[src/logic/sha_pkg.sv]
`default_nettype none

package sha_pkg;

	////////////////////////////////////////////////////////////////////////////
	// Stream payloads

	// Big-endian message or state word
	typedef logic [31:0] word_t;

	// Sender-chosen message tag, returned with the digest
	typedef logic [3:0] tag_t;

	// One input beat
	// Valid bytes are counted from the most significant byte
	typedef struct packed {
		word_t      data;
		logic [2:0] nbytes;
		logic       last;
		tag_t       tag;
	} msg_beat_t;

	// H0 in the top word, H7 in the bottom word
	typedef logic [255:0] digest_t;

	typedef struct packed {
		digest_t digest;
		tag_t    tag;
	} digest_beat_t;

	////////////////////////////////////////////////////////////////////////////
	// Hub sizes

	localparam int NUM_ENGINES = 4;
	localparam int ENG_IDX_W = 2;
	localparam int IN_FIFO_DEPTH = 16;
	localparam int OUT_FIFO_DEPTH = 4;

	////////////////////////////////////////////////////////////////////////////
	// SHA-256 constants, index 0 first

	localparam logic [0:63][31:0] SHA_K = {
		32'h428a2f98, 32'h71374491, 32'hb5c0fbcf, 32'he9b5dba5,
		32'h3956c25b, 32'h59f111f1, 32'h923f82a4, 32'hab1c5ed5,
		32'hd807aa98, 32'h12835b01, 32'h243185be, 32'h550c7dc3,
		32'h72be5d74, 32'h80deb1fe, 32'h9bdc06a7, 32'hc19bf174,
		32'he49b69c1, 32'hefbe4786, 32'h0fc19dc6, 32'h240ca1cc,
		32'h2de92c6f, 32'h4a7484aa, 32'h5cb0a9dc, 32'h76f988da,
		32'h983e5152, 32'ha831c66d, 32'hb00327c8, 32'hbf597fc7,
		32'hc6e00bf3, 32'hd5a79147, 32'h06ca6351, 32'h14292967,
		32'h27b70a85, 32'h2e1b2138, 32'h4d2c6dfc, 32'h53380d13,
		32'h650a7354, 32'h766a0abb, 32'h81c2c92e, 32'h92722c85,
		32'ha2bfe8a1, 32'ha81a664b, 32'hc24b8b70, 32'hc76c51a3,
		32'hd192e819, 32'hd6990624, 32'hf40e3585, 32'h106aa070,
		32'h19a4c116, 32'h1e376c08, 32'h2748774c, 32'h34b0bcb5,
		32'h391c0cb3, 32'h4ed8aa4a, 32'h5b9cca4f, 32'h682e6ff3,
		32'h748f82ee, 32'h78a5636f, 32'h84c87814, 32'h8cc70208,
		32'h90befffa, 32'ha4506ceb, 32'hbef9a3f7, 32'hc67178f2
	};

	// Initial hash words H0 to H7
	localparam logic [0:7][31:0] SHA_IV = {
		32'h6a09e667, 32'hbb67ae85, 32'h3c6ef372, 32'ha54ff53a,
		32'h510e527f, 32'h9b05688c, 32'h1f83d9ab, 32'h5be0cd19
	};

endpackage

`default_nettype wire

[src/logic/sha_engine.sv]
`timescale 1ns/100ps
`default_nettype none

module sha_engine (
	input wire clk,
	input wire rst_n,
	input wire in_valid,
	output logic in_ready,
	input wire sha_pkg::msg_beat_t in_beat,
	output logic out_valid,
	input wire out_ready,
	output sha_pkg::digest_beat_t out_digest
);

	import sha_pkg::*;

	typedef enum logic [2:0] {
		S_IDLE,
		S_FILL,
		S_PAD,
		S_COMP,
		S_ACC,
		S_EXTRA,
		S_HOLD
	} state_t;

	state_t state;

	// Control
	logic [31:0] byte_cnt;
	logic [4:0] word_cnt;
	logic [5:0] round;
	logic msg_done;
	logic pad_done;
	logic final_blk;

	// Datapath
	tag_t tag_q;
	word_t wv [8];
	word_t hv [8];
	word_t w [16];

	// Beat intake
	logic take;
	logic [31:0] byte_base;
	logic [31:0] byte_next;
	logic [4:0] word_base;
	logic [4:0] word_next;
	logic blk_full;
	word_t beat_mask;

	// Padding position and bit length
	logic [3:0] pad_word;
	logic [1:0] pad_byte;
	word_t len_hi;
	word_t len_lo;

	// Round terms
	word_t t1;
	word_t t2;
	word_t w_new;

	function automatic word_t rotr(input word_t x, input int n);
		return (x >> n) | (x << (32 - n));
	endfunction

	function automatic word_t big_s0(input word_t x);
		return rotr(x, 2) ^ rotr(x, 13) ^ rotr(x, 22);
	endfunction

	function automatic word_t big_s1(input word_t x);
		return rotr(x, 6) ^ rotr(x, 11) ^ rotr(x, 25);
	endfunction

	function automatic word_t small_s0(input word_t x);
		return rotr(x, 7) ^ rotr(x, 18) ^ (x >> 3);
	endfunction

	function automatic word_t small_s1(input word_t x);
		return rotr(x, 17) ^ rotr(x, 19) ^ (x >> 10);
	endfunction

	assign in_ready = (state == S_IDLE) || (state == S_FILL);
	assign out_valid = state == S_HOLD;
	assign out_digest = '{
		digest: {hv[0], hv[1], hv[2], hv[3], hv[4], hv[5], hv[6], hv[7]},
		tag: tag_q
	};

	////////////////////////////////////////////////////////////////////////////
	// Intake and round arithmetic

	always_comb begin
		take = in_valid && in_ready;
		// A new message counts from zero
		byte_base = (state == S_IDLE) ? '0 : byte_cnt;
		word_base = (state == S_IDLE) ? '0 : word_cnt;
		byte_next = byte_base + 32'(in_beat.nbytes);
		word_next = word_base + 5'(in_beat.nbytes != 3'd0);
		// A short last beat in word 15 leaves room for padding in this block
		blk_full = (word_next == 5'd16) && (byte_next[1:0] == 2'd0);
		// Clear the unused low bytes of a short beat
		beat_mask = ~(32'hffff_ffff >> {in_beat.nbytes, 3'b000});
		pad_word = byte_cnt[5:2];
		pad_byte = byte_cnt[1:0];
		len_hi = {29'd0, byte_cnt[31:29]};
		len_lo = {byte_cnt[28:0], 3'd0};
		// wv[0] is a and wv[7] is h
		t1 = wv[7] + big_s1(wv[4]) + ((wv[4] & wv[5]) ^ (~wv[4] & wv[6]))
			+ SHA_K[round] + w[0];
		t2 = big_s0(wv[0]) + ((wv[0] & wv[1]) ^ (wv[0] & wv[2]) ^ (wv[1] & wv[2]));
		// Next schedule word, from W[t-2], W[t-7], W[t-15] and W[t-16]
		w_new = small_s1(w[14]) + w[9] + small_s0(w[1]) + w[0];
	end

	////////////////////////////////////////////////////////////////////////////
	// State machine

	always_ff @(posedge clk or negedge rst_n) begin
		if (!rst_n) begin
			state <= S_IDLE;
			byte_cnt <= '0;
			word_cnt <= '0;
			round <= '0;
			msg_done <= 1'b0;
			pad_done <= 1'b0;
			final_blk <= 1'b0;
		end else begin
			case (state)
				S_IDLE, S_FILL: begin
					if (take) begin
						byte_cnt <= byte_next;
						word_cnt <= word_next;
						msg_done <= in_beat.last;
						// Full block goes first, even on the last beat
						if (blk_full)
							state <= S_COMP;
						else if (in_beat.last)
							state <= S_PAD;
						else
							state <= S_FILL;
					end
				end
				S_PAD: begin
					pad_done <= 1'b1;
					final_blk <= byte_cnt[5:0] <= 6'd55;
					state <= S_COMP;
				end
				S_COMP: begin
					// Wraps back to 0 for the next block
					round <= round + 1'b1;
					if (round == 6'd63)
						state <= S_ACC;
				end
				S_ACC: begin
					if (final_blk) begin
						state <= S_HOLD;
					end else if (!msg_done) begin
						word_cnt <= '0;
						state <= S_FILL;
					end else if (pad_done) begin
						state <= S_EXTRA;
					end else begin
						// Message ended on a block boundary
						state <= S_PAD;
					end
				end
				S_EXTRA: begin
					final_blk <= 1'b1;
					state <= S_COMP;
				end
				S_HOLD: begin
					if (out_ready) begin
						msg_done <= 1'b0;
						pad_done <= 1'b0;
						final_blk <= 1'b0;
						state <= S_IDLE;
					end
				end
				default: state <= S_IDLE;
			endcase
		end
	end

	////////////////////////////////////////////////////////////////////////////
	// Block buffer, schedule and hash state

	always_ff @(posedge clk) begin
		case (state)
			S_IDLE, S_FILL: begin
				if (take) begin
					if (state == S_IDLE) begin
						tag_q <= in_beat.tag;
						for (int i = 0; i < 8; i++)
							hv[i] <= SHA_IV[i];
					end
					if (in_beat.nbytes != 3'd0)
						w[word_base[3:0]] <= in_beat.data & beat_mask;
					if (blk_full)
						wv <= hv;
				end
			end
			S_PAD: begin
				// 0x80 after the last byte, zeros behind it
				for (int i = 0; i < 16; i++) begin
					if (i > int'(pad_word))
						w[i] <= '0;
					else if (i == int'(pad_word) && pad_byte == 2'd0)
						w[i] <= 32'h8000_0000;
					else if (i == int'(pad_word))
						w[i] <= w[i] | (32'h8000_0000 >> {pad_byte, 3'b000});
				end
				if (byte_cnt[5:0] <= 6'd55) begin
					w[14] <= len_hi;
					w[15] <= len_lo;
				end
				wv <= hv;
			end
			S_EXTRA: begin
				// Length-only block
				for (int i = 0; i < 14; i++)
					w[i] <= '0;
				w[14] <= len_hi;
				w[15] <= len_lo;
				wv <= hv;
			end
			S_COMP: begin
				for (int i = 0; i < 15; i++)
					w[i] <= w[i + 1];
				w[15] <= w_new;
				wv[0] <= t1 + t2;
				wv[1] <= wv[0];
				wv[2] <= wv[1];
				wv[3] <= wv[2];
				wv[4] <= wv[3] + t1;
				wv[5] <= wv[4];
				wv[6] <= wv[5];
				wv[7] <= wv[6];
			end
			S_ACC: begin
				for (int i = 0; i < 8; i++)
					hv[i] <= hv[i] + wv[i];
			end
			default: begin
			end
		endcase
	end

endmodule

`default_nettype wire

[config.mk]
export PLATFORM = sky130hd
export DESIGN_NAME = sha_engine
export DESIGN_NICKNAME = d
export VERILOG_FILES = /design/src/logic/sha_pkg.sv /design/src/logic/sha_engine.sv
export SDC_FILE = /design/constraint.sdc
export NUM_CORES = 2
export LEC_CHECK = 0
export ABC_AREA = 1
export BUFFER_PORTS_ARGS = -buffer_cell sky130_fd_sc_hd__buf_2
export CAP_MARGIN = 20
export CORE_MARGIN = 2
export CORE_UTILIZATION = 40
export CTS_BUF_LIST = sky130_fd_sc_hd__clkbuf_4
export CTS_CLUSTER_SIZE = 16
export DETAILED_ROUTE_END_ITERATION = 8
export GPL_TIMING_DRIVEN = 0
export PLACE_DENSITY_LB_ADDON = 0.15
export SLEW_MARGIN = 40
export SYNTH_ARGS = -nofsm -noshare
export SYNTH_HDL_FRONTEND = slang
export SYNTH_SLANG_ARGS = --single-unit
[constraint.sdc]
create_clock -name clk -period 19.6 [get_ports clk]
set_input_delay 0.98 -clock clk [delete_from_list [all_inputs] [get_ports clk]]
set_output_delay 0.98 -clock clk [all_outputs]
set_load 0.005 [all_outputs]
### Yosys cells after proc, flatten, opt, wreduce, memory -nomap -nowiden

Memories as Yosys holds them, arrays and structs flattened.
Cells that the tools add are included.

* output and inout bits: 262
* bits in registers: 565
* memory bits (read-only): 2048
* input port bits: 44
* bits in writable memories: 512
* memories: 2
* word-level logic and storage cells: 542

* muxes and demuxes: 294
* reduce and logical (&&, ||, !) cells: 41
* $add $sub $neg: 21
* eq/ne operators: 30
* bitwise logic cells: 111
* magnitude comparators: 17
* shift-type cells: 2

Memory list
* (name not given): words 64, bits a word 32, rd ports 1, clocked after Yosys merged registers in 0, wr ports 0, RTL line sha_engine.sv:110 `+ SHA_K[round] + w[0];`
* w: words 16, bits a word 32, rd ports 16, clocked after Yosys merged registers in 0, wr ports 16, RTL line sha_engine.sv:41 `word_t w [16];`

Operators by type and width (number)
* $mux 32: 69
* $mux 256: 4
* $pmux 256 s3: 1
* $add 32x32->32: 18
* $or 32x32->32: 16
* $pmux 256 s2: 1
* $xor 32x32->32: 9
* $mux 1: 201
* $and 32x32->32: 6
* $or 1x1->1: 65
* $not 32->32: 2
* $add 32x3->32: 1
* $eq 4x4->1 const A: 8
* $gt 4x4->1 const A: 8
* $or 10x32->32: 1
* $or 13x32->32: 1
* $or 14x32->32: 1
* $or 15x32->32: 1
* $or 19x32->32: 1
* $or 21x32->32: 1
* $or 25x32->32: 1
* $or 26x32->32: 1
* $or 30x32->32: 1
* $or 7x32->32: 1
* 42 further kinds: 97

### Depth between registers and ports, before layout

* depth in word-level cells: 11
* mapped depth: 41

### Least setup slack after synthesis

OpenSTA, ideal clock, no wires.

* path type: input to register
* start: input port in_beat[7] (netlist name)
* end: register wv[0] (netlist name) (enable)
* path buffers: 2
* library setup time: 0.960 ns
* setup slack: 4.004 ns
* stages: 12
* data arrival time: 14.636 ns
* cell sequence: buf_2 > nor2_1 > inv_2 > or2_0 > buf_2 > ha_1 > ha_1 > inv_1 > nand4_1 > nor2_1 > nand4_1 > a21oi_1

* word-level cells in the longest chain between the ends: 6

RTL lines
* start: declaration: RTL line sha_engine.sv:9 `input wire sha_pkg::msg_beat_t in_beat,`
* $reduce_bool 3->1: RTL line sha_engine.sv:99 `word_next = word_base + 5'(in_beat.nbytes != 3'd0);`
* $add 5x1->5: RTL line sha_engine.sv:99
* $eq 5x5->1: RTL line sha_engine.sv:101 `blk_full = (word_next == 5'd16) && (byte_next[1:0] == 2'd0);`
* $logic_and 1x1->1: RTL line sha_engine.sv:101
* $ne 2x2->1 (no source line)
* $reduce_and 3->1 (no source line)
* end signal: assignment: RTL line sha_engine.sv:200 `wv <= hv;`
* end signal: assignment: RTL line sha_engine.sv:217 `wv <= hv;`
* end signal: assignment: RTL line sha_engine.sv:225 `wv <= hv;`
* end: declaration: RTL line sha_engine.sv:39 `word_t wv [8];`

No other way between the ends.
A chain may end at the register's enable or synchronous reset.

### Worst setup path in the final report

* start: register round[0]
* end: register wv[250] (netlist name), data pin

* word-level cells in the longest chain between the ends: 8

RTL lines
* start: declaration: RTL line sha_engine.sv:32 `logic [5:0] round;`
* start signal: assignment: RTL line sha_engine.sv:151 `round <= round + 1'b1;`
* $not 6->7 (not written as such): RTL line sha_engine.sv:110
* $mem_v2 64x32
* $mux 32 (not written as such) (2 in series): RTL line sha_engine.sv:110
* $add 32x32->32 (2 in series): RTL line sha_engine.sv:110
* $add 32x32->32: RTL line sha_engine.sv:231 `wv[0] <= t1 + t2;`
* $pmux 256 s3: RTL line sha_engine.sv:189 `case (state)`

No other way between the ends. The select of a mux whose other input is x is not followed.

==> impl_metrics.env <==
export IMPL_status="finished clean"
export IMPL_nFillCells=19569
export IMPL_yosysTopAreaCell="edfxtp_1"
export IMPL_cts_setup_buffers=0
export IMPL_cts_resized=0
export IMPL_synth_top_cells_by_area="edfxtp_1 (30%), nand2_1 (11%), o21ai_0 (7.5%)"
export IMPL_vias=78175
export IMPL_clkTransAtPathRegs_ps=60
export IMPL_finalCritPeriodShare_pct=51.6
export IMPL_drc=0
export IMPL_maxCapViolCount=0
export IMPL_fp_row_count=160
export IMPL_worst_hold_path_endpoint="byte_cnt[1]"
export IMPL_timing_worst_setup_path_type="reg -> reg"
export IMPL_reg2reg_from="round[0]"
export IMPL_track_usage_pct=39.3
export IMPL_maxSlewViolCount=0
export IMPL_final_setup_viol_count=0
export IMPL_grt_pass1_wl_um=548000
export IMPL_max_slew_worst_pin_slew_ps=1050
export IMPL_hold_class="in -> reg"
export IMPL_ant_nets=0
export IMPL_grt_max_degree=64
export IMPL_syn_area_um2=76900
export IMPL_crit_fanout=9
export IMPL_r2r_end="wv[250]"
export IMPL_layout_commonest_cell="nand2_1"
export IMPL_yosysUniqueCellTypes=62
export IMPL_cp_top_family="simple AND/OR/NAND/NOR gates"
export IMPL_arrival_ps=11190
export IMPL_final_nets=11122
export IMPL_syn_to_final_growth_pct=13.3
export IMPL_dr_pass1_iters=9
export IMPL_critPathCaptureType="flop"
export IMPL_hold_depth=4
export IMPL_crit_top_cell="nand2_1"
export IMPL_place_gp_congestion=1.05
export IMPL_core_um2=191000
export IMPL_wl_per_cell_um=29.9
export IMPL_layout_common_cells="nand2_1 (2,183), inv_1 (1,190), o21ai_0 (1,135), edfxtp_1 (772), a21oi_1 (650)"
export IMPL_clock_latency_ps=1450
export IMPL_ys_flop_type="edfxtp_1"
export IMPL_syn_avg_cell_area_um2=7.86
export IMPL_cts_tree="yes"
export IMPL_root_buffer="clkbuf_4"
export IMPL_finalCriticalPeriod_ps=10120
export IMPL_dieArea_um2=196000
export IMPL_relSlewSlack_pct=29.4
export IMPL_antenna_found_initial=39
export IMPL_ys_warn_count=0
export IMPL_synth_edf_count=772
export IMPL_max_stage_delay_ps=660
export IMPL_num_io_pins=306
export IMPL_clock_sinks=1077
export IMPL_synth_nets=10419
export IMPL_io_buffers=305
export IMPL_drive_above_1_share_pct=10.6
export IMPL_synth_top_cell_area_share_pct=30.1
export IMPL_hp_start="in_beat[6]"
export IMPL_cp_required_ps=20680
export IMPL_worstSetupStartpointType="flop"
export IMPL_rsz0062_at_grt="no"
export IMPL_slowest_stage="xor2_1"
export IMPL_grt_pass1_vias=73737
export IMPL_start_util_pct=40.4
export IMPL_h_tree_depth=5
export IMPL_syn_inst=9784
export IMPL_ys_ff_latch=1077
export IMPL_dp_hpwl_um=321000
export IMPL_die_height_um=443
export IMPL_clk_path_buf_depth=4
export IMPL_vias_per_cell=5.89
export IMPL_fin_skew_ps=152
export IMPL_worstPathBufferInverterCount=6
export IMPL_gr_total_overflow=0
export IMPL_async_flop_share_pct=4.55
export IMPL_routed_wl_um=397000
export IMPL_startpoint="round[0]"
export IMPL_die_x_um=443
export IMPL_fin_util_pct=45.7
export IMPL_hold_violations=0
export IMPL_numCtsBuffers=336
export IMPL_rrSetupSlack_ps=9480
export IMPL_r2r_cells=36
export IMPL_timing_fmax_mhz=98.9
export IMPL_synth_seq_area_share_pct=38.4
export IMPL_drtIter0Drc=9606
==> worst reg2reg max path, delay by kind of cell, from the launching register on <==
kind | cells | cell delay [ps]
and+or+nand+nor | 19 | 3480
buffers and inverters | 6 | 1240
AOI/OAI and AO/OA | 4 | 1160
DFF | 1 | 520
xor gates and xnor gates | 1 | 660
adders and majority gates | 6 | 2840
==> synthesized netlist by cell type (4+ instances only) <==
library cell and number:
o2111ai_1 9, a31oi_1 243, xnor2_1 169, ha_1 395, nor2_2 11, a21boi_0 31, a22oi_1 12, buf_2 35
a31o_2 5, nor4_1 32, dfrtp_1 49, nor3_1 101, nand3b_1 12, o211ai_1 70, o221ai_1 41, or2_2 62
inv_1 1191, o21bai_1 53, o311ai_0 7, edfxtp_1 772, buf_1 13, xor2_1 210, a21o_1 80, o31ai_1 10
nand2_1 2187, fa_1 196, a221o_1 6, nand3_1 441, nor2_4 4, a211oi_1 15, nor2_1 646, a221oi_1 24
clkbuf_1 319, o21ai_1 25, nand4_1 79, a21oi_1 660, o21ai_0 1151, inv_2 25, o22ai_1 37, buf_4 11
and3_1 4, o21a_1 54, dfxtp_1 256
==> metal layers <==
layer | share of wire (%) | vias to the layer above | global-route usage (%)
met5 | 0.035 | - | 0
met4 | 6.2 | 20 | 21.2
met3 | 9.8 | 992 | 8.55
met2 | 43 | 4600 | 59.7
met1 | 41 | 37689 | 52.1
li1 | - | 34874 | -
==> metrics by stage <==
step / hold slack [ps] / setup WS (ps) / cell area [um^2] / cells / setup TNS, ps
final: 115 / 9480 / 87200 / 13265 / 0
after global routing: 45.9 / 9320 / 87100 / 13250 / 0
after CTS: 8.06 / 9810 / 87100 / 13235 / 0
after detailed placement: 452 / 9870 / 82900 / 12648 / 0
after global placement: 448 / -3910 / 81600 / 12600 / -966570
after floorplan: 430 / 4000 / 76900 / 9784 / 0
==> how the worst max path moves through the flow <==
stage,cells past startpoint,slack (ps),end
detailed placement,35,9870,wv[246]
finish,36,9480,wv[250]
CTS,35,9810,wv[255]
floorplan,12,4000,wv[0]
global route,35,9320,wv[255]
global placement,13,-3910,wv[18]
==> repair_timing <==
action | 4_1_cts | 5_1_grt
hold endpoints to repair | 60 | 0
setup endpoints to repair | 0 | 0
hold buffers | 10 | 0
==> state kept, by name, summed over array words and instances, names as in the netlist, 3 cells and up <==
register / cells
byte_cnt: 32
out_digest: 256
round: 6
state: 3
tag_q: 4
w: 512
word_cnt: 5
wv: 256
==> cells by family after synthesis <==
group	Yosys count	synth area share (%)
compound gates	2542	18.6
xor+xnor	379	4.32
fa+ha+maj	591	11.5
buf+inv	1600	7.95
flops	1077	38.4
simple gates	3595	19.2
==> area by class of cell <==
class / count / area [um^2] / area share [%]
inverters: 1219 / 4580 / 5.26
clock buffers: 483 / 3630 / 4.16
clock inverters: 94 / 454 / 0.521
diodes: 28 / 70.1 / 0.0804
plain buffers: 381 / 1630 / 1.87
multi-input cells: 7107 / 41500 / 47.7
flip-flops and latches: 1077 / 29500 / 33.9
repair buffers: 365 / 2580 / 2.96
well taps: 2511 / 3140 / 3.60
Power is not shown: default switching activity piles up to over one toggle a cycle in this logic, so the estimate is an artifact.
