--- src/logic/sha_pkg.sv ---
`default_nettype none

package sha_pkg;

	////////////////////////////////////////////////////////////////////////////
	// Stream payloads

	// Big-endian message or state word
	typedef logic [31:0] word_t;

	// Sender-chosen message tag, returned with the digest
	typedef logic [3:0] tag_t;

	// One input beat
	// Valid bytes are counted from the most significant byte
	typedef struct packed {
		word_t      data;
		logic [2:0] nbytes;
		logic       last;
		tag_t       tag;
	} msg_beat_t;

	// H0 in the top word, H7 in the bottom word
	typedef logic [255:0] digest_t;

	typedef struct packed {
		digest_t digest;
		tag_t    tag;
	} digest_beat_t;

	////////////////////////////////////////////////////////////////////////////
	// Hub sizes

	localparam int NUM_ENGINES = 4;
	localparam int ENG_IDX_W = 2;
	localparam int IN_FIFO_DEPTH = 16;
	localparam int OUT_FIFO_DEPTH = 4;

	////////////////////////////////////////////////////////////////////////////
	// SHA-256 constants, index 0 first

	localparam logic [0:63][31:0] SHA_K = {
		32'h428a2f98, 32'h71374491, 32'hb5c0fbcf, 32'he9b5dba5,
		32'h3956c25b, 32'h59f111f1, 32'h923f82a4, 32'hab1c5ed5,
		32'hd807aa98, 32'h12835b01, 32'h243185be, 32'h550c7dc3,
		32'h72be5d74, 32'h80deb1fe, 32'h9bdc06a7, 32'hc19bf174,
		32'he49b69c1, 32'hefbe4786, 32'h0fc19dc6, 32'h240ca1cc,
		32'h2de92c6f, 32'h4a7484aa, 32'h5cb0a9dc, 32'h76f988da,
		32'h983e5152, 32'ha831c66d, 32'hb00327c8, 32'hbf597fc7,
		32'hc6e00bf3, 32'hd5a79147, 32'h06ca6351, 32'h14292967,
		32'h27b70a85, 32'h2e1b2138, 32'h4d2c6dfc, 32'h53380d13,
		32'h650a7354, 32'h766a0abb, 32'h81c2c92e, 32'h92722c85,
		32'ha2bfe8a1, 32'ha81a664b, 32'hc24b8b70, 32'hc76c51a3,
		32'hd192e819, 32'hd6990624, 32'hf40e3585, 32'h106aa070,
		32'h19a4c116, 32'h1e376c08, 32'h2748774c, 32'h34b0bcb5,
		32'h391c0cb3, 32'h4ed8aa4a, 32'h5b9cca4f, 32'h682e6ff3,
		32'h748f82ee, 32'h78a5636f, 32'h84c87814, 32'h8cc70208,
		32'h90befffa, 32'ha4506ceb, 32'hbef9a3f7, 32'hc67178f2
	};

	// Initial hash words H0 to H7
	localparam logic [0:7][31:0] SHA_IV = {
		32'h6a09e667, 32'hbb67ae85, 32'h3c6ef372, 32'ha54ff53a,
		32'h510e527f, 32'h9b05688c, 32'h1f83d9ab, 32'h5be0cd19
	};

endpackage

`default_nettype wire

--- src/logic/sha_fifo.sv ---
`timescale 1ns/100ps
`default_nettype none

module sha_fifo #(
	parameter type payload_t = logic,
	parameter int DEPTH = 4
) (
	input wire clk,
	input wire rst_n,
	input wire wr_valid,
	output logic wr_ready,
	input wire payload_t wr_data,
	output logic rd_valid,
	input wire rd_ready,
	output payload_t rd_data
);

	localparam int PTR_W = (DEPTH > 1) ? $clog2(DEPTH) : 1;
	localparam int CNT_W = $clog2(DEPTH + 1);

	// Circular storage
	payload_t mem [DEPTH];
	logic [PTR_W-1:0] wr_ptr;
	logic [PTR_W-1:0] rd_ptr;
	logic [CNT_W-1:0] count;
	logic push;
	logic pop;

	// Handshake flags straight from the occupancy count
	assign wr_ready = count != CNT_W'(DEPTH);
	assign rd_valid = count != '0;
	assign rd_data = mem[rd_ptr];
	assign push = wr_valid && wr_ready;
	assign pop = rd_valid && rd_ready;

	// Wrap at DEPTH, works for depths that are not a power of two
	function automatic logic [PTR_W-1:0] ptr_inc(input logic [PTR_W-1:0] p);
		return (p == PTR_W'(DEPTH - 1)) ? '0 : p + 1'b1;
	endfunction

	always_ff @(posedge clk or negedge rst_n) begin
		if (!rst_n) begin
			wr_ptr <= '0;
			rd_ptr <= '0;
			count <= '0;
		end else begin
			if (push)
				wr_ptr <= ptr_inc(wr_ptr);
			if (pop)
				rd_ptr <= ptr_inc(rd_ptr);
			// Simultaneous push and pop leaves the count alone
			if (push && !pop)
				count <= count + 1'b1;
			else if (pop && !push)
				count <= count - 1'b1;
		end
	end

	always_ff @(posedge clk) begin
		if (push)
			mem[wr_ptr] <= wr_data;
	end

endmodule

`default_nettype wire

--- src/logic/sha_dispatch.sv ---
`timescale 1ns/100ps
`default_nettype none

module sha_dispatch (
	input wire clk,
	input wire rst_n,
	input wire in_valid,
	output logic in_ready,
	input wire sha_pkg::msg_beat_t in_beat,
	output logic [sha_pkg::NUM_ENGINES-1:0] eng_in_valid,
	input wire [sha_pkg::NUM_ENGINES-1:0] eng_in_ready,
	output sha_pkg::msg_beat_t eng_in_beat
);

	import sha_pkg::*;

	// FIFO head
	logic head_valid;
	logic head_pop;
	msg_beat_t head_beat;

	// Engine selection state
	logic locked;
	logic [ENG_IDX_W-1:0] sel;
	logic [ENG_IDX_W-1:0] rr_ptr;
	logic pick_found;
	logic [ENG_IDX_W-1:0] pick_idx;
	logic [ENG_IDX_W-1:0] target;
	logic target_ok;

	sha_fifo #(
		.payload_t (msg_beat_t),
		.DEPTH     (IN_FIFO_DEPTH)
	) in_fifo_i (
		.clk      (clk),
		.rst_n    (rst_n),
		.wr_valid (in_valid),
		.wr_ready (in_ready),
		.wr_data  (in_beat),
		.rd_valid (head_valid),
		.rd_ready (head_pop),
		.rd_data  (head_beat)
	);

	////////////////////////////////////////////////////////////////////////////
	// Round-robin search, starting after the last engine used

	always_comb begin
		logic [ENG_IDX_W-1:0] cand;
		pick_found = 1'b0;
		pick_idx = rr_ptr;
		for (int i = 1; i <= NUM_ENGINES; i++) begin
			cand = ENG_IDX_W'((int'(rr_ptr) + i) % NUM_ENGINES);
			if (!pick_found && eng_in_ready[cand]) begin
				pick_found = 1'b1;
				pick_idx = cand;
			end
		end
	end

	// Mid-message the locked engine is the only target
	assign target = locked ? sel : pick_idx;
	assign target_ok = locked || pick_found;

	// Shared beat bus, one-hot valid
	always_comb begin
		eng_in_valid = '0;
		if (head_valid && target_ok)
			eng_in_valid[target] = 1'b1;
	end

	assign eng_in_beat = head_beat;
	assign head_pop = head_valid && target_ok && eng_in_ready[target];

	always_ff @(posedge clk or negedge rst_n) begin
		if (!rst_n) begin
			locked <= 1'b0;
			sel <= '0;
			// First message goes to engine 0
			rr_ptr <= ENG_IDX_W'(NUM_ENGINES - 1);
		end else if (head_pop) begin
			sel <= target;
			locked <= !head_beat.last;
			// Advance the pointer once the message is complete
			if (head_beat.last)
				rr_ptr <= target;
		end
	end

endmodule

`default_nettype wire

--- config.mk ---
export PLATFORM = sky130hd
export DESIGN_NAME = sha_dispatch
export DESIGN_NICKNAME = d
export VERILOG_FILES = /design/src/logic/sha_pkg.sv /design/src/logic/sha_fifo.sv /design/src/logic/sha_dispatch.sv
export SDC_FILE = /design/constraint.sdc
export NUM_CORES = 1
export LEC_CHECK = 0
export BUFFER_PORTS_ARGS = -buffer_cell sky130_fd_sc_hd__buf_2
export CAP_MARGIN = 20
export CELL_PAD_IN_SITES_DETAIL_PLACEMENT = 0
export CELL_PAD_IN_SITES_GLOBAL_PLACEMENT = 1
export CORE_UTILIZATION = 55
export DETAILED_ROUTE_END_ITERATION = 16
export PLACE_DENSITY = 0.83
export SYNTH_ARGS = -nofsm -noshare
export SYNTH_HDL_FRONTEND = slang
export SYNTH_SLANG_ARGS = --single-unit
--- constraint.sdc ---
create_clock -name clk -period 6 [get_ports clk]
set_input_delay 0.9 -clock clk [delete_from_list [all_inputs] [get_ports clk]]
set_output_delay 0.9 -clock clk [all_outputs]
set_load 0.05 [all_outputs]
# ---- Yosys cells after proc, flatten, opt, wreduce, memory -nomap -nowiden
# Memories as Yosys holds them, arrays and structs flattened.
# Cells that the tools add are included.
dict set report totals {
  regBits 18
  mem_bits_rw 640
  elab_cells 72
  memories 1
}
# name depth word_bits rd rd_clocked_by_memory_dff write_ports line
set mem_list {}
lappend mem_list {in_fifo_i.mem 16 40 1 0 1 sha_fifo.sv:22} ;# payload_t mem [DEPTH];
dict set report op_classes {
  n_addsub 8
  magnitude_cmp 6
  n_eq_ne 3
  n_mux 28
  reduce_logical 20
}
# op n
set op_table {}
lappend op_table {{$lt A2 B3 Y1 const B} 5}
lappend op_table {{$mux W1} 12}
lappend op_table {{$mux W4} 3}
lappend op_table {{$bmux W1 S2} 5}
lappend op_table {{$logic_and A1 B1 Y1} 10}
lappend op_table {{$mux W2} 5}
lappend op_table {{$mux W5} 2}
lappend op_table {{$add A4 B1 Y4 const B} 2}
lappend op_table {{$eq A4 B4 Y1 const B} 2}
lappend op_table {{$logic_not A1 Y1} 6}
lappend op_table {{$add A5 B1 Y5 const B} 1}
lappend op_table {{$ne A5 B5 Y1 const B} 1}
lappend op_table {{$reduce_bool A5 Y1} 1}
lappend op_table {{$sub A5 B1 Y5 const B} 1}
lappend op_table {{$add A2 B1 Y2 const B} 2}
lappend op_table {{$add A2 B2 Y2 const B} 2}
lappend op_table {{$demux W1 S2} 1}
lappend op_table {{$ge A2 B1 Y1 const B} 1}
lappend op_table {{$reduce_and A2 Y1} 1}
lappend op_table {{$reduce_bool A2 Y1} 1}
lappend op_table {{$logic_or A1 B1 Y1} 1}

# ---- Longest topological paths before layout
# Gate-level depths: netlist of the first run.
dict set report depth {
  word_depth 21
  depth_mapped 15
}

# ---- By module
# Synthesis of the first run repeated with hierarchy kept, for this count alone.
dict set report hier_totals {
  hier_cells 1309
  area_unflattened_um2 25793.5
}
# mod n_inst cells_each area_each_um2 seq_area_each_um2
set modules_own_cells {}
lappend modules_own_cells {sha_fifo 1 1246 25258.0 19543.7}
lappend modules_own_cells {sha_dispatch 1 63 535.5 127.6}

# ---- Least setup slack after synthesis of the first run
# Ideal clock, no wire load.
dict set report synth_path {
  kind {register to register}
  startpoint {register in_fifo_i.count[0]}
  endpoint {memory in_fifo_i.mem[3][0] in the netlist's numbering (enable)}
  setup_time_ns 0.487
  t_arrival_ns 4.222
  slack_ns 1.292
  path_stages_with_launch 7
  n_path_buf 1
  synth_period_minus_slack_ns 4.708
  path_cell_list {dfrtp_1 nor4_1 nand2_1 and2_1 clkbuf_1 nand2_1 nor3_1}
}
dict set report synth_via {
  elab_chain_len 4
}
# item line
set synth_rtl {}
lappend synth_rtl {{start, declared} sha_fifo.sv:25} ;# logic [CNT_W-1:0] count;
lappend synth_rtl {{start signal, assigned} sha_fifo.sv:53} ;# count <= count + 1'b1;
lappend synth_rtl {{start signal, assigned} sha_fifo.sv:55} ;# count <= count - 1'b1;
lappend synth_rtl {{$ne A5 B5 Y1} sha_fifo.sv:30} ;# assign wr_ready = count != CNT_W'(DEPTH);
lappend synth_rtl {{net in_ready} sha_dispatch.sv:8} ;# output logic in_ready,
lappend synth_rtl {{$logic_and A1 B1 Y1} sha_fifo.sv:33} ;# assign push = wr_valid && wr_ready;
lappend synth_rtl {{net in_fifo_i.push} sha_fifo.sv:26} ;# logic push;
lappend synth_rtl {{$mux W1} sha_fifo.sv:60} ;# if (push)
lappend synth_rtl {{$mux W1 (implied by the code)} sha_fifo.sv:61} ;# mem[wr_ptr] <= wr_data;
lappend synth_rtl {{end, declared} sha_fifo.sv:22}
# The timed path passes the listed nets, and every way through them passes these cells.

==> out/results.txt, run 1 <==
The static leakage came out at 0.00926 uW. The run gives 23.2% as the total routing usage reported by global routing. The congestion estimate from routability-driven global placement came to 0.775.

No sink is reached through more buffers than the 3 on the longest clock path. Clock-pin slew was measured on the worst setup and hold paths at 0.06 ns. The share of the synthesized area in the top cell type is 75.9%, and the number of logic stages on the critical path including buffering is 4. The number of instances resized during post-cts repair was 0. The initial standard-cell utilization of the core was 55.8%.

The maximum achievable frequency is 223 MHz. In the synthesized netlist the dominant register cell turns out to be sky130_fd_sc_hd__edfxtp_1. The worst register-to-register path has a depth of 14. The post-detailed-route DRC marker count came out at 0. The routed design has 52200 um of wire. In this run the core area contains 78 standard-cell rows.

In the routed layout, each cell is associated on average with a via count of 6.24. The run gives 5.10 ns as the required time of the worst setup path. The total clock buffers created by CTS was 67.

Summed over all layers, the global routing overflow is 0. The count of nets left with antenna violations once routing finished came out at 0. Among cell families on the critical path, the largest total delay comes from multiplexers. The flow ran to the end, and the final reports show no timing, DRC or antenna violations.

Setup repair after global routing left no endpoint under its margin. The fraction of final layout cells with drive strength greater than 1 was 37.4%. TritonCTS built the clock tree. The largest total area in the synthesized netlist belongs to sky130_fd_sc_hd__edfxtp_1. The minimum clock period after layout was 4.48 ns. The tools report the power consumption as 15000 uW.

The worst setup path is launched from a register. Among all stages on the critical path, the largest delay is contributed by sky130_fd_sc_hd__dfrtp_4. In the final routed layout, each cell accounts on average for 28.5 um.

Length of the first detailed-routing pass in iterations: 7. The tools report the die area as 46900 um^2. After synthesis, the cell types taking the most area are sky130_fd_sc_hd__edfxtp_1 (76%), sky130_fd_sc_hd__mux4_2 (18%), sky130_fd_sc_hd__dfrtp_1 (1.6%).

After routing the design area is 28900 um^2. For this block, the initial DRC count from the detailed router was 1186. Summing the areas of all and, or, nand and nor instances in the mapped netlist gives 1.22% of the synthesized area.

The run gives 1036 as the cell count after synthesis. The combinational family with the most area after synthesis is multiplexers. The insertion delay of the later-clocked pin in the worst-skew pair is 0.60 ns, and the fraction of synthesized cell area in xor and xnor cells is 0.242%. Detailed routing inserted a total of 11.4k vias. Yosys warning count: 0. Summing the areas of all compound-gate instances in the mapped netlist gives 1.13% of the synthesized area.

On the final layout, the worst clock skew is 0.0369 ns. The share of synthesized registers carrying an async set or reset was 2.74%; the count of distinct cell types in the synthesized netlist was 49. The number of violations of the max-capacitance limit is 0, and the final-layout worst hold slack is 0.260 ns. Adder and majority gate portion of the synthesized area: 0.524%.

The setup path with the least slack is of type register to primary output. For the number of pins with negative max-slew slack in the final report, the log shows 0. At the end of the flow, the number of nets in the layout was 1234. The number of antenna violations at the first check in global routing was 5. Cell seen most often among critical-path stages: sky130_fd_sc_hd__mux4_2.

The number of synthesized flops with an enable pin is 640, and the number of hold violations in the final report is 0. The die width was 217 um; the global-route wire length before repair was 77600 um. Port buffering added 91 buffers. Die extent in y: 217 um. After synthesis the netlist holds a flip-flop and latch count of 658.

The hold-fix buffer count after cts was 0; the final setup violation count was 0. The power per cell area works out to 517 nW/um^2. In this run, placement finished with an instance count of 1704. For this run, the register share of the synthesized area comes to 77.7%. At the pin with the least slew margin, the transition time is 1.13 ns. The number of buffers and inverters on the critical path is 2. The tools report the clock root buffer as sky130_fd_sc_hd__clkbuf_16. Post-CTS timing repair inserted 0 buffers for setup. The finished layout holds 1833 standard cells, fillers aside.

After routing, the total negative slack on setup checks comes to 0 ns. Compared with the post-synthesis result, the final layout area differs by 14.3%. Fraction of synthesized area in multiplexers: 18.1%. The signal on the critical path passes through buf_12 > mux4_2 > mux4_2 > buf_2. The worst-case IR drop observed on VDD is 0.409 mV. Area of placed instances: 26700 um^2. Of all nets on the critical path, the largest fanout is 65.

The arrival time reported for the critical path endpoint is 3.58 ns. The tools report the synthesized cell area as 25300 um^2. The worst setup path is captured at a primary output. The worst hold path class was input pin to asynchronous set/reset pin. The logs give 11.8k for the number of global-route vias before repair and 24.3% for the worst slew slack as a fraction of its limit.

The core region is 45400 um^2. Dividing the synthesized area by the synthesized cell count gives 24.4 um^2. For this run, the slowest stage of the critical path takes 0.99 ns.

Dividing the final minimum period by the clock period gives 74.7%. Entering global routing, the biggest net connects 81 pins. The H-tree generated during clock tree synthesis spans 3 levels. Once detailed placement completed, the half-perimeter wirelength came to 27000 um. The post-synth net total is 1093. In this run the count of I/O pins placed on the die edge is 92.

CTS saw 658 sinks.
[cells in the final DEF, fill, tap and decap left out, types with 3 or more instances in the layout]
| cell type | n |
|---|---|
| sky130_fd_sc_hd__nand2_1 | 14 |
| sky130_fd_sc_hd__mux2i_1 | 3 |
| sky130_fd_sc_hd__nor2_1 | 7 |
| sky130_fd_sc_hd__bufinv_16 | 6 |
| sky130_fd_sc_hd__buf_12 | 6 |
| sky130_fd_sc_hd__nand3_1 | 5 |
| sky130_fd_sc_hd__buf_2 | 91 |
| sky130_fd_sc_hd__a21oi_1 | 6 |
| sky130_fd_sc_hd__buf_4 | 23 |
| sky130_fd_sc_hd__inv_6 | 3 |
| sky130_fd_sc_hd__mux2_4 | 3 |
| sky130_fd_sc_hd__nor3_2 | 4 |
| sky130_fd_sc_hd__mux4_2 | 199 |
| sky130_fd_sc_hd__edfxtp_1 | 640 |
| sky130_fd_sc_hd__clkinvlp_4 | 6 |
| sky130_fd_sc_hd__o21ai_0 | 8 |
| sky130_fd_sc_hd__nand2b_1 | 7 |
| sky130_fd_sc_hd__xnor2_1 | 5 |
| sky130_fd_sc_hd__diode_2 | 3 |
| sky130_fd_sc_hd__clkbuf_16 | 69 |
| sky130_fd_sc_hd__nor2_4 | 12 |
| sky130_fd_sc_hd__clkinv_2 | 13 |
| sky130_fd_sc_hd__clkinv_1 | 12 |
| sky130_fd_sc_hd__clkbuf_1 | 11 |
| sky130_fd_sc_hd__inv_1 | 9 |
| sky130_fd_sc_hd__ha_1 | 9 |
| sky130_fd_sc_hd__dfrtp_1 | 13 |
[worst paths after layout]
kind                                     startpoint  slack (ns)                  to
worst max register to register            rr_ptr[1]        2.56  in_fifo_i.count[4]
worst max-delay path            in_fifo_i.rd_ptr[0]        1.52     eng_in_beat[24]
worst min-delay path                          rst_n        0.26              locked
worst min register to register               sel[1]        0.51              sel[1]
min in group clk                             sel[1]        0.51              sel[1]
max in group asynchronous                     rst_n        5.38           rr_ptr[1]
[synthesized netlist by cell type, types with 2 or more instances]
library cell / count
sky130_fd_sc_hd__nand2_1: 14
sky130_fd_sc_hd__buf_4: 2
sky130_fd_sc_hd__a21boi_0: 2
sky130_fd_sc_hd__nand3_1: 5
sky130_fd_sc_hd__a21o_1: 2
sky130_fd_sc_hd__dfstp_2: 2
sky130_fd_sc_hd__mux2_4: 3
sky130_fd_sc_hd__a21oi_1: 6
sky130_fd_sc_hd__o211ai_4: 2
sky130_fd_sc_hd__xor2_1: 2
sky130_fd_sc_hd__buf_1: 8
sky130_fd_sc_hd__o21ai_0: 8
sky130_fd_sc_hd__xnor2_1: 5
sky130_fd_sc_hd__edfxtp_1: 640
sky130_fd_sc_hd__clkbuf_1: 22
sky130_fd_sc_hd__mux4_2: 199
sky130_fd_sc_hd__and2_1: 2
sky130_fd_sc_hd__nor2_1: 19
sky130_fd_sc_hd__inv_1: 9
sky130_fd_sc_hd__nor4_1: 2
sky130_fd_sc_hd__dfrtp_1: 16
sky130_fd_sc_hd__ha_1: 9
sky130_fd_sc_hd__buf_6: 3
sky130_fd_sc_hd__mux2i_1: 3
sky130_fd_sc_hd__nand2b_1: 7
sky130_fd_sc_hd__buf_2: 15
sky130_fd_sc_hd__nor3_1: 5
sky130_fd_sc_hd__mux2_2: 2
sky130_fd_sc_hd__a21oi_2: 2
[report_power, final]
part | total (uW) | internal [uW] | switching, uW
Clock | 4080 | 2380 | 1700
Sequential | 5890 | 5540 | 350
Combinational | 5000 | 2020 | 2970
[metrics by stage]
step / util (%) / setup slack (ns)
4_1_cts: 63.5 / 1.40
5_1_grt: 63.7 / 1.28
2_1_floorplan: - / 1.29
3_5_place_dp: 58.7 / 2.04
3_3_place_gp: 58.7 / 2.06
6_report: 63.7 / 1.52
[cell families after synthesis]
family,after synthesis
compound gates,33
xor+xnor,7
fa+ha+maj,10
buf+inv,60
flops,658
mux,207
simple gates,61
[worst reg2reg max path, delay by kind of cell (launching register included)]
kind                       cells  cell delay, ns
AOI/OAI and AO/OA              5            1.15
and+or+nand+nor                2            0.17
muxes                          1            0.30
DFF                            1            0.61
adders and majority gates      2            0.62
buffers and inverters          2            0.25
xor gates and xnor gates       2            0.25
[registers in the layout, indices dropped and copies added (netlist names)]
name and flops:
in_fifo_i.mem 640, rr_ptr 2, in_fifo_i.wr_ptr 4, sel 2, locked 1, in_fifo_i.count 5
in_fifo_i.rd_ptr 4
[cell type report]
type / instances / area (um^2)
Sequential cell: 658 / 19700
Fill cell: 2885 / 16500
Multi-Input combinational cell: 318 / 5480
Clock buffer: 80 / 1770
Timing Repair Buffer: 122 / 803
Tap cell: 600 / 751
Clock inverter: 42 / 398
Inverter: 10 / 38.8
Antenna cell: 3 / 7.51
[routing by layer]
layer	share of wire [%]	wire length (um)	track usage [%]	vias to the layer above
met4	2.0	1030	7.39	4
met3	8.0	4200	4.74	72
li1	-	-	-	4741
met2	50	26100	36.8	519
met5	0.038	20	0	-
met1	40	20900	32.8	6106
Note: power is estimated with default switching activity, not from simulation.
==> run 2: changes to the inputs <==
clock period = 4.6 ns   (was 6 ns; I/O delays follow)
==> out/results.txt, run 2 (same netlist as run 1, synthesis figures left out) <==
Setup repair after global routing left no endpoint under its margin. The via count normalized by instance count came out at 6.30 (+0.92%). Cell seen most often among critical-path stages: sky130_fd_sc_hd__mux4_2. The number of buffers added on ports is 91 (unchanged), and the cell count of the worst reg-to-reg path is 14 (unchanged). The total routing usage reported by global routing was 23.2% (about the same). The HPWL reported at the end of detailed placement is 26700 um (-1.3%). Based on the critical path, the design can be clocked at up to 260 MHz.

The logs give 60 (-26%) for the largest net degree at the start of global routing and 3.15 ns (-0.43 ns) for the arrival time reported for the critical path endpoint. The worst setup path is captured at a primary output. STA classifies the critical path startpoint as a register. The portion of total power attributed to the clock network came out at 27.2% (about the same). The logs give 0.59 ns (about the same) for the insertion delay of the later-clocked pin in the worst-skew pair and 13000 uW (+31%) for the cell internal power dissipation. The run gives 0 (unchanged) as the antenna violation net count after detailed routing. The worst-case vdd ir drop is 0.531 mV (+30%), and the die width is 217 um (unchanged). Worst hold path class: input pin to asynchronous set/reset pin. In the layout the commonest cells are sky130_fd_sc_hd__edfxtp_1 (640), sky130_fd_sc_hd__mux4_2 (199), sky130_fd_sc_hd__buf_2 (91), sky130_fd_sc_hd__clkbuf_16 (70), sky130_fd_sc_hd__buf_4 (22). The slew at the pin closest to its max-slew limit was 1.06 ns (-0.0762 ns). The run gives 46900 um^2 (unchanged) as the die area.

The power per cell area was 677 nW/um^2 (+31%); the setup TNS was 0 ns (unchanged). Post-detailed-route DRC marker count: 0 (unchanged). The run gives 52400 um (+0.27%) as the overall routed net length. The required time of the worst setup path is 3.91 ns (-1.19 ns). The worst stage delay on the critical path came out at 0.76 ns (-0.23 ns).

For the length of the first detailed-routing pass in iterations, the log shows 5 (-2). Counting flops per register, the top entry is in_fifo_i.mem. The instance count after placement with tap cells included was 1708 (+0.23%); the maximum clock insertion buffer count was 3 (unchanged).

Count of antenna diodes in the layout: 0 (-3). On the critical path, the stage with the largest delay is an instance of sky130_fd_sc_hd__dfrtp_4. The critical path starts at in_fifo_i.rd_ptr[0]. The flip-flop count of the largest register, all copies and words added is 640 (unchanged), and the worst slew slack as a fraction of its limit is 29.4% (+5.1 points).

The run gives 1.20 ns (-1.36 ns) as the reg-to-reg setup timing slack. The initial standard-cell utilization of the core was 55.8% (unchanged). The worst-case clock skew is 0.0236 ns (-0.0133 ns).

For the power consumption, the log shows 19600 uW (+31%). The number of pins with negative max-slew slack in the final report came out at 0 (unchanged). Traced cell by cell, the critical path runs through buf_12 > mux4_2 > mux4_2 > buf_2. The number of DRC markers in iteration 0 is 1311 (+11%), and the area growth from synthesis to layout is 14.3% (about the same).

The last weighted congestion value of the routability-driven placer came out at 0.750 (-3.2%). The run gives 11.5k (+0.70%) as the detailed-route via count. For the number of violations of the max-capacitance limit, the log shows 0 (unchanged). The wire length per cell after detailed routing works out to 28.6 um (+0.49%). Leaving out fill and tap cells, the most frequent cell in the layout is sky130_fd_sc_hd__edfxtp_1.

The combinational share of power is 33.8% (+0.4 points), and the minimum clock period after layout is 3.84 ns. The number of global-route vias before repair was 12.0k (+1.2%); the register clock-pin slew on the reported worst setup and hold paths was 0.06 ns (about the same). The die extent in y works out to 217 um (unchanged). The setup path with the least slack is of type register to primary output.

Last element of the critical path: eng_in_beat[17]. The area of the core is 45400 um^2 (unchanged). The largest fanout of any net on the critical path was 44 (-32%). The cell sitting at the root of the clock tree is a sky130_fd_sc_hd__clkbuf_16. The largest registers in the layout are in_fifo_i.mem: 640 flops, in_fifo_i.count: 5 flops. The post-route standard cell area excluding fillers is 28900 um^2 (about the same), and the final cycle utilization of the critical path is 83.5%. The final instance count without filler cells is 1829 (-0.22%). The tools report the static leakage as 0.00926 uW (about the same). The global-route wire length before repair was 77600 um (about the same). The number of standard-cell rows in the floorplan is 78 (unchanged), and the number of instances resized during post-cts repair is 0 (unchanged). The flow ran to the end, and the final reports show no timing, DRC or antenna violations. The run gives 0 (unchanged) as the number of hold violations in the final report. TritonCTS built the clock tree. The tools report the end of the worst register-to-register path as in_fifo_i.count[4]. The hold-fix buffer count after cts is 0 (unchanged).

The total clock buffers created by CTS is 67 (unchanged), and the net switching share of the total power is 33.6% (about the same). The number of buffers inserted to repair setup after CTS is 0 (unchanged), and the boundary pin count is 92 (unchanged). For the final setup violation count, the log shows 0 (unchanged). The aggregate global routing overflow was 0 (unchanged); the number of antenna violations at the first check in global routing was 4 (-1). The level count of the clock H-tree was 3 (unchanged). The relative contribution of sequential cells to total power came out at 39.0% (-0.3 points).

The net switching power of the design was 6570 uW (+31%); the total number of nets in the final design was 1234 (unchanged). The fraction of final layout cells with drive strength greater than 1 was 36.9% (-0.54 points). The area of placed instances was 26800 um^2 (+0.44%); the number of inserted filler cells in the final layout was 2927 (+1.5%). The worst register-to-register path begins at rr_ptr[1]. The number of clock sinks seen by CTS was 658 (unchanged).
[run 2: changes by cell type in the layout (fill, tap and decap cells not counted), sizes merged]
| cell | previous run | this run |
|---|---|---|
| clkinv | 28 | 33 |
| clkinvlp | 6 | 2 |
| diode | 3 | 0 |
| inv | 12 | 10 |
[run 2: layout make-up]
type,instances,area (um^2),share of cell area (%)
timing repair buffer,122,801,2.77
clock inverter,41,359,1.24
multi-input combinational,318,5500,19.0
inverter,10,38.8,0.134
tap,600,751,2.60
sequential,658,19700,68.0
clock buffer,80,1790,6.19
[run 2: metal layers]
metal / share of wire, % / global-route usage [%] / up-vias
li1: - / - / 4744
met1: 40 / 32.5 / 6149
met2: 51 / 37.4 / 534
met3: 7.7 / 4.72 / 87
met4: 2.0 / 7.02 / 8
met5: 0.094 / 0 / -
[run 2: per-stage QoR]
stage	hold WS, ns	worst slack (ns)	utilization [%]
floorplan	0.394	0.962	-
global placement	0.482	1.07	59.0
detailed placement	0.516	0.981	59.0
CTS	0.0346	0.687	63.7
global route	0.0613	0.641	63.7
finish	0.0447	0.761	63.7
[run 2: power by group through the flow]
stage / combinational, uW / clock (uW) / sequential, uW
final: 6620 / 5320 / 7640
after global routing: 6980 / 5630 / 7700
after global placement: 6620 / 0 / 7710
after floorplan: 5230 / 0 / 7470
after CTS: 6730 / 5400 / 7650
after detailed placement: 6690 / 0 / 7760
[run 2: worst min path at each step]
| stage | startpoint | to | slack (ns) |
|---|---|---|---|
| after floorplan | rst_n | in_fifo_i.count[0] | 0.39 |
| after global placement | sel[1] | sel[1] | 0.48 |
| after detailed placement | in_fifo_i.count[3] | in_fifo_i.count[3] | 0.52 |
| after CTS | rst_n | in_fifo_i.count[4] | 0.03 |
| after global routing | rst_n | in_fifo_i.wr_ptr[3] | 0.06 |
| final | rst_n | in_fifo_i.rd_ptr[0] | 0.04 |
[run 2: worst max-delay path: cells and delay by family, from the launching register on]
kind | cells | cell delay, ns
mux | 2 | 1.13
flops | 1 | 0.76
buf+inv | 2 | 0.63
